==> config.mk <==
export PLATFORM = sky130hd
export DESIGN_NAME = mul_collect
export DESIGN_NICKNAME = d
export VERILOG_FILES = /design/src/hdl/mul_pkg.sv /design/src/hdl/mul_collect.sv
export SDC_FILE = /design/constraint.sdc
export NUM_CORES = 1
export LEC_CHECK = 0
export BUFFER_PORTS_ARGS = -buffer_cell sky130_fd_sc_hd__buf_2
export CAP_MARGIN = 20
export CORE_MARGIN = 4
export CORE_UTILIZATION = 50
export CTS_BUF_LIST = sky130_fd_sc_hd__clkbuf_4
export DETAILED_ROUTE_END_ITERATION = 7
export MAX_ROUTING_LAYER = met4
export PLACE_DENSITY = 0.74
export SLEW_MARGIN = 20
export SYNTH_ARGS = -nofsm -noshare
export SYNTH_HDL_FRONTEND = slang
export SYNTH_SLANG_ARGS = --single-unit
==> constraint.sdc <==
create_clock -name clk_i -period 2.2 [get_ports clk_i]
set_input_delay 0.22 -clock clk_i [delete_from_list [all_inputs] [get_ports clk_i]]
set_output_delay 0.22 -clock clk_i [all_outputs]
set_load 0.01 [all_outputs]
==> src/hdl/mul_pkg.sv <==
// Multiply cluster package with sizes, counter widths, the data word type and the operation enum
package mul_pkg;

    // ==================================================
    // Datapath sizes
    // ==================================================

    // Width of one operand and of one result word
    localparam int DATA_WIDTH = 32;

    // The full product is twice as wide as an operand
    localparam int PRODUCT_WIDTH = 2 * DATA_WIDTH;

    // Register slices inside the array core, any value of 1 or more works
    localparam int CORE_STAGES = 2;

    // Partial product rows summed by one core slice, rounded up
    localparam int CORE_ROWS = (DATA_WIDTH + CORE_STAGES - 1) / CORE_STAGES;

    // Operand register in front of the core plus the output register after it
    localparam int LANE_LATENCY = CORE_STAGES + 2;

    // ==================================================
    // Cluster organisation
    // ==================================================

    localparam int NUM_LANES = 2;
    localparam int LANE_IDX_WIDTH = 1;

    // Operations accepted but not yet returned, also the result buffer depth
    localparam int MAX_OUTSTANDING = 4;

    // The credit count has to reach MAX_OUTSTANDING itself
    localparam int CREDIT_WIDTH = $clog2(MAX_OUTSTANDING + 1);
    localparam int BUF_IDX_WIDTH = $clog2(MAX_OUTSTANDING);

    typedef logic [DATA_WIDTH-1:0] data_word_t;

    // Encoded like the low two funct3 bits of the RV32M multiply group
    typedef enum logic [1:0] {
        MUL    = 2'b00,
        MULH   = 2'b01,
        MULHSU = 2'b10,
        MULHU  = 2'b11
    } mul_op_t;

endpackage
==> src/hdl/mul_collect.sv <==
// Collector with the in-order result FIFO, output four-phase handshake and retire pulse
`timescale 1ns/100ps

module mul_collect (
    input  logic                         clk_i,
    input  logic                         rst_n_i,
    input  logic [mul_pkg::NUM_LANES-1:0] lane_valid_i,
    input  mul_pkg::data_word_t          lane_result_i [mul_pkg::NUM_LANES],
    output logic                         res_req_o,
    input  logic                         res_ack_i,
    output mul_pkg::data_word_t          product_o,
    output logic                         retire_o
);

    mul_pkg::data_word_t               buf_mem [mul_pkg::MAX_OUTSTANDING];
    logic [mul_pkg::BUF_IDX_WIDTH-1:0] wr_ptr;
    logic [mul_pkg::BUF_IDX_WIDTH-1:0] rd_ptr;
    logic [mul_pkg::CREDIT_WIDTH-1:0]  count;
    mul_pkg::data_word_t               wr_data;
    logic                              push;
    logic                              pop;
    logic                              res_req_q;

    // Buffer index step with wrap at the buffer depth
    function automatic logic [mul_pkg::BUF_IDX_WIDTH-1:0] next_idx(
        input logic [mul_pkg::BUF_IDX_WIDTH-1:0] idx
    );
        return (idx == mul_pkg::BUF_IDX_WIDTH'(mul_pkg::MAX_OUTSTANDING - 1)) ? '0 : idx + 1'b1;
    endfunction

    // ==================================================
    // Result buffer
    // ==================================================

    // Issue is one per cycle and latency is shared, so at most one lane fires
    // Results therefore arrive already in issue order
    assign push = |lane_valid_i;

    always_comb begin : lane_select
        wr_data = lane_result_i[0];
        for (int l = 1; l < mul_pkg::NUM_LANES; l++) begin
            if (lane_valid_i[l]) begin
                wr_data = lane_result_i[l];
            end
        end
    end : lane_select

    always_ff @(posedge clk_i) begin : buf_write
        if (push) begin
            buf_mem[wr_ptr] <= wr_data;
        end
    end : buf_write

    // ==================================================
    // Output handshake
    // ==================================================

    // A handshake completes when the sink acknowledges a raised request
    assign pop = res_req_q & res_ack_i;

    always_ff @(posedge clk_i) begin : ctrl_reg
        if (!rst_n_i) begin
            wr_ptr <= '0;
            rd_ptr <= '0;
            count <= '0;
            res_req_q <= 1'b0;
        end else begin
            if (push) begin
                wr_ptr <= next_idx(wr_ptr);
            end
            if (pop) begin
                rd_ptr <= next_idx(rd_ptr);
            end
            if (push & ~pop) begin
                count <= count + 1'b1;
            end else if (pop & ~push) begin
                count <= count - 1'b1;
            end
            // The next request waits for the previous acknowledge to drop
            if (pop) begin
                res_req_q <= 1'b0;
            end else if (!res_req_q && !res_ack_i && (count != '0)) begin
                res_req_q <= 1'b1;
            end
        end
    end : ctrl_reg

    // The head entry stays put until the pop, so product_o is stable under req
    assign product_o = buf_mem[rd_ptr];
    assign res_req_o = res_req_q;

    // Every completed handshake gives one credit back to the dispatcher
    assign retire_o = pop;

endmodule

==> results of run 1 <==
registers in the layout, indices dropped and copies added, names as in the netlist, named ones only:
signal and cells:
buf_mem 128, count 3, rd_ptr 2, res_req_o 1
wr_ptr 2
routing by layer:
layer / share of wire / vias up
met5: 0 / -
met4: 0.0059 / 0
met3: 0.075 / 4
met2: 0.51 / 104
met1: 0.41 / 1415
li1: - / 1302
kinds of logic after synthesis:
kind of cell / Yosys count
AO/OA/AOI/OAI: 6
XOR/XNOR: 2
adder cells (fa/ha/maj): 7
buffers and inverters: 16
flip-flops: 138
multiplexers: 66
AND/OR/NAND/NOR: 18
worst paths after layout:
check / start / to / slack, ns / cells past startpoint
worst min register to register: rd_ptr[1] / flop / 0.50 / 2
worst min-delay path: lane_result_i[51] / buf_mem[3][19] / 0.08 / 2
worst max-delay path: flop / product_o[27] / 0.17 / 3
worst max register to register: res_req_o / count[2] / 0.36 / 7
worst register-to-register path, stage by stage (launching register included):
cell and delay [ns]:
dfxtp_1 0.35, nand2_1 0.16, ha_1 0.21, inv_1 0.06, fa_1 0.38, xor2_1 0.17
or3_1 0.30, a21boi_0 0.15
cells in the mapped netlist:
| master | count | area (sq um) |
|---|---|---|
| a21boi_0 | 4 | 30.0 |
| and2_1 | 1 | 6.26 |
| buf_12 | 3 | 60.1 |
| buf_2 | 7 | 35.0 |
| buf_6 | 1 | 11.3 |
| dfxtp_1 | 10 | 200 |
| edfxtp_1 | 128 | 3840 |
| fa_1 | 1 | 20.0 |
| ha_1 | 6 | 75.1 |
| inv_1 | 5 | 18.8 |
| mux2_2 | 32 | 360 |
| mux2i_1 | 2 | 20.0 |
| mux4_1 | 2 | 52.6 |
| mux4_2 | 30 | 676 |
| nand2_1 | 4 | 15.0 |
| nand3_1 | 1 | 5.00 |
| nor2_1 | 1 | 3.75 |
| nor2_2 | 1 | 6.26 |
| nor2b_1 | 6 | 37.5 |
| nor3b_1 | 1 | 7.51 |
| nor4_1 | 1 | 6.26 |
| o21ai_0 | 2 | 10.0 |
| or3_1 | 2 | 12.5 |
| xnor2_1 | 1 | 8.76 |
| xor2_1 | 1 | 8.76 |
layout by cell type (no fill, tap or decap):
cell type | synthesis | final
clkinvlp_4 | 0 | 1
a21boi_0 | 4 | 4
and2_1 | 1 | 1
mux4_2 | 30 | 30
nor3b_1 | 1 | 1
clkinv_1 | 0 | 4
buf_4 | 0 | 10
xnor2_1 | 1 | 1
buf_12 | 3 | 2
nor2_1 | 1 | 1
nor2b_4 | 0 | 4
nand2_1 | 4 | 4
buf_8 | 0 | 1
mux4_1 | 2 | 2
dfxtp_1 | 10 | 8
nor2b_1 | 6 | 2
ha_1 | 6 | 6
buf_2 | 7 | 102
fa_1 | 1 | 1
dlygate4sd3_1 | 0 | 7
mux2i_1 | 2 | 2
clkbuf_4 | 0 | 21
or3_1 | 2 | 2
edfxtp_1 | 128 | 128
dfxtp_2 | 0 | 2
nor2_2 | 1 | 1
mux2_2 | 32 | 32
o21ai_0 | 2 | 2
inv_1 | 5 | 5
nand3_1 | 1 | 1
clkinv_2 | 0 | 3
bufinv_16 | 0 | 3
nor4_1 | 1 | 1
xor2_1 | 1 | 1
stage by stage:
step	setup slack, ns	util	cells
2_1_floorplan	0.388	-	253
3_3_place_gp	0.440	0.578	497
3_5_place_dp	0.363	0.578	497
4_1_cts	0.0788	0.607	532
5_1_grt	0.0102	0.611	536
6_report	0.175	0.611	536
power by group through the flow:
stage | Sequential [uW] | Combinational (uW) | Clock, uW
global placement | 3210 | 707 | 0
finish | 3160 | 723 | 1630
CTS | 3160 | 734 | 1680
global route | 3170 | 800 | 1820
detailed placement | 3220 | 724 | 0
floorplan | 3200 | 452 | 0
cell type report:
class / instances / area share
inverter: 5 / 0.00283
tap: 140 / 0.0264
sequential: 138 / 0.611
multi-input combinational: 99 / 0.210
clock buffer: 21 / 0.0238
timing repair buffer: 122 / 0.107
clock inverter: 11 / 0.0193
timing repair:
item	CTS	global route
endpoints found under the hold margin	8	2
gates resized for setup	1	1
setup endpoints to repair	2	1
hold buffers	3	4
==> summary.txt, run 1 <==
STA
  • Clock period minus final worst setup slack: 2.03 ns
  • Final setup viols: 0
  • Setup total negative slack: 0 ns
  • Fin. Hold Viols: 0
  • Slew @ Worst Pin: 0.472 ns
  • Max Slew Vio Count: 0
  • Fin crit share: 0.921
  • Relative slew slack: 0.685
  • WHS: 0.0767 ns
  • FMAX: 494 MHz
  • RSZ-0062 raised after global routing: false
  • Worst clock skew: 0.00931 ns

Setup path
  • Worst Path Required: 1.98 ns
  • Arrival time worst endpoint: 1.81 ns
  • Number of buffers and inverters on the critical path: 2
  • CP delay by family, top: multiplexers
  • Worst stage delay on the critical path: 0.58 ns
  • Critical Path, Cell by Cell: buf_12, mux4_1, buf_2
  • Crit start category: flop
  • Critical path type: flop to output port
  • Worst-path fanout max: 17
  • Kind of end point of the critical path: output port
  • Crit-path slowest cell: mux4_1

Detailed routing
  • WL final: 9610 microns
  • Routed Antenna Nets: 0
  • Drt wl/cell: 17.9 microns
  • Detailed Route Iter0 Violations: 170
  • DRC viols: 0
  • Via-to-Cell Ratio: 5.27
  • First-pass DRT Iterations: 4
  • Vias post-DR: 2825

Power and ir drop
  • Clock share of power: 0.296
  • Leakage: 0.00239 uW
  • Peak supply drop: 0.330 mV
  • Internal: 4280 uW
  • Sw power: 1230 uW
  • Pwr/cell area: 831 nW/um^2
  • Total power: 5510 uW
  • Sequential share of power: 0.573
  • Net Sw Frac: 0.223
  • Part of the power in combinational logic: 0.131

Logic synthesis
  • Mux contribution to synthesized area: 0.200
  • Syn Inst Count: 253
  • XOR/XNOR Fraction of Synth Area: 0.00317
  • Syn_area_per_cell: 21.9 sq um
  • Largest family of logic cells by synthesized area: multiplexers
  • Adder-Cell Fraction of Synth Area: 0.0172
  • Synth Area in Compound Gates: 0.00724
  • Sequential share of the synthesized area: 0.731
  • Mapped Area: 5530 sq um
  • Synth cell types: 25
  • Synth Area in Simple Gates: 0.0181
  • Seq cells post-synth: 138
  • Syn nets: 329
  • Ys Warns: 0

Die
  • I/O pins: 103
  • Initial core utilization: 0.510
  • Die height: 113 microns
  • Core box area: 10800 sq um
  • Die area: 12800 sq um
  • Row count: 38
  • Die Wd: 113 microns

Clock network
  • CTS H-tree lvls: 4
  • CTS Buf Count: 17
  • Clk sinks: 138
  • Post-CTS Setup Inserts: 0
  • CTS Root Cell: clkbuf_4
  • Max Buffers Root-to-Sink: 2
  • CTS tree: done
  • Clock Pin Slew Worst Setup and Hold Paths: 0.10 ns
  • Worst-Skew Late Latency: 0.49 ns

GRT
  • Initial antenna violation count: 0
  • Met2 usage in global routing: 0.269
  • All-Layer GR Usage: 0.166
  • First-pass GRT wire length: 15200 microns
  • Vias in the first global route: 2927
  • Largest net degree at the start of global routing: 34
  • Met1 Track Usage GR: 0.197
  • Met3 Usage GRT: 0.0556
  • Top Usage Layer GRT: met2
  • Total global routing overflow: 0

Run
  • Max-cap viol count: 0

Cells and area
  • Register cell area after layout: 4050 sq um
  • FILL cells: 804
  • Layout cells sized above 1: 0.535
  • Final instance area: 6630 sq um
  • Footprint of the multi-input gates: 1390 sq um
  • Ant. Diodes: 0
  • P&R area growth vs syn: 19.8%
  • Nets: 459

Outcome
  • Outcome: completed

Place
  • Port buffer count: 102
  • RePlAce Congestion: 0.732
  • DPL Wire Length: 6240 microns
  • Post-Place Cell Area: 6260 sq um

Worst hold path
  • Hold Crit Class: input pin to flop
Note: power is estimated with default switching activity, not from simulation.
==> run 2, diff against run 1 <==
Settings changed: CORE_ASPECT_RATIO set to 0.8, SETUP_SLACK_MARGIN set to 0.3.
==> summary.txt, run 2 (synthesis results as in run 1) <==
Detailed routing
  • Vias post-DR: 2824
  • Wire length on met2: 4800 microns
  • DR WL met3: 578 microns
  • WL final: 9840 microns
  • Drt wl/cell: 18.2 microns
  • First-pass DRT Iterations: 4
  • Routed Antenna Nets: 0
  • DRC viols: 0
  • Detailed Route Iter0 Violations: 194
  • Top sig layer: met4
  • Via-to-Cell Ratio: 5.23
  • Met1 wire length: 4390 microns

Cells and area
  • Biggest regs: buf_mem x128, count x3
  • Commonest cells after routing, fill and taps aside: edfxtp_1, buf_2, mux4_2, mux2_2, clkbuf_4
  • Most common cell after layout, fill and taps aside: edfxtp_1
  • Largest register by flop count: buf_mem
  • Ant. Diodes: 0
  • Nets: 459
  • Layout cells sized above 1: 0.558
  • Final instance area: 6720 sq um
  • Max FFs per register: 128
  • P&R area growth vs syn: 21.5%
  • FILL cells: 817

Setup path
  • Crit start category: flop
  • R2R cell count: 7
  • Critical path type: flop to output port
  • Number of buffers and inverters on the critical path: 2
  • Critical Path, Cell by Cell: buf_12, mux4_2, buf_6
  • Worst stage delay on the critical path: 0.54 ns
  • Worst-path fanout max: 8
  • Critical path depth in cells: 3
  • CP delay by family, top: multiplexers
  • Worst reg2reg setup slack: 0.45 ns
  • Crit-path slowest cell: mux4_2
  • R2R Path Start: res_req_o
  • Kind of end point of the critical path: output port
  • Reg2reg end: count[2]
  • Worst Path Required: 1.98 ns
  • Arrival time worst endpoint: 1.82 ns

Power and ir drop
  • Leakage: 0.00242 uW
  • Peak supply drop: 0.565 mV
  • Pwr/cell area: 798 nW/um^2

Place
  • DP Worst Slack: 0.367 ns
  • DPL Wire Length: 6430 microns
  • RePlAce Congestion: 0.739
  • Port buffer count: 102
  • Post-Place Cell Area: 6280 sq um

Clock network
  • Worst-Skew Late Latency: 0.51 ns
  • CTS Buf Count: 17
  • Clk sinks: 138
  • Clock Pin Slew Worst Setup and Hold Paths: 0.11 ns
  • CTS H-tree lvls: 4
  • CTS tree: done
  • CTS Root Cell: clkbuf_4
  • Max Buffers Root-to-Sink: 2

Worst hold path
  • Hold Crit Endpoint: buf_mem[1][12]
  • Worst Hold Path Cells: 2
  • Hold Crit Class: input pin to flop
  • Hold Startpoint: lane_result_i[44]

GRT
  • Total global routing overflow: 0
  • First-pass GRT wire length: 15100 microns
  • All-Layer GR Usage: 0.165
  • Largest net degree at the start of global routing: 34
  • Initial antenna violation count: 0
  • Vias in the first global route: 2892

STA
  • Relative slew slack: 0.692
  • Final setup viols: 0
  • Setup total negative slack: 0 ns
  • Slew @ Worst Pin: 0.462 ns
  • Fin crit share: 0.928
  • Max Slew Vio Count: 0
  • Clock period minus final worst setup slack: 2.04 ns
  • RSZ-0062 raised after global routing: true
  • Setup ws final: 0.158 ns
  • Worst clock skew: 0.0168 ns
  • Fin. Hold Viols: 0
  • FMAX: 490 MHz

Die
  • Die Wd: 126 microns
  • Die height: 102 microns
  • I/O pins: 103
  • Row count: 34
  • Core box area: 10800 sq um
  • Initial core utilization: 0.510
  • Die area: 12800 sq um

Run
  • Max-cap viol count: 0

Outcome
  • Outcome: completed
-- run 2: cell types whose count changed in the layout (fill, tap and decap cells not counted), sizes merged --
cell | previous run | this run
dlygate4sd3 | 7 | 3
buf | 115 | 118
bufinv | 3 | 1
clkinv | 7 | 10
-- run 2: worst reg2reg max path: cells and delay by family, from the launching register on --
kind            cells  cell delay [ns]
buf+inv             1             0.05
simple gates        2             0.39
xor+xnor            1             0.18
flops               1             0.36
compound gates      1             0.14
fa+ha+maj           2             0.57
-- run 2: routing by layer --
layer | track usage | vias up
met4 | 0.0575 | 0
li1 | - | 1298
met2 | 0.253 | 91
met3 | 0.0502 | 9
met1 | 0.213 | 1426
met5 | - | -
-- run 2: where the power goes --
part	internal (uW)	switching [uW]
clock	571	824
sequential	3100	64.8
combinational	432	377
total	4100	1270
-- run 2: area by class of cell --
type,count,area (sq um),area share
well taps,144,180,0.0268
repair buffers,122,843,0.125
clock inverters,12,82.6,0.0123
clock buffers,20,150,0.0223
multi-input cells,99,1390,0.207
inverters,5,18.8,0.00279
flip-flops and latches,138,4050,0.603
-- run 2: what timing repair did --
| action | CTS | global route |
|---|---|---|
| hold buffers | 3 | 0 |
| buffers inserted | 1 | 2 |
| hold endpoints to repair | 9 | 0 |
| cloned | 0 | 1 |
| resized for setup | 8 | 21 |
| endpoints found under the setup margin | 32 | 33 |
-- run 2: worst max-delay path by stage --
stage | to | from | slack [ns]
after global placement | count[2] | res_ack_i | 0.44
final | product_o[21] | flop | 0.16
after CTS | product_o[30] | flop | 0.07
after floorplan | buf_mem[3][0] | wr_ptr[0] | 0.39
after detailed placement | count[2] | res_ack_i | 0.37
after global routing | product_o[21] | flop | 0.04
-- run 2: per-stage QoR --
stage	hold WS, ns	instances	power, uW	utilization
6_report	0.0651	540	5370	0.620
3_3_place_gp	0.415	501	3920	0.579
4_1_cts	0.00462	537	5360	0.608
2_1_floorplan	0.296	253	3650	-
3_5_place_dp	0.422	501	3950	0.579
5_1_grt	0.00427	540	5630	0.620
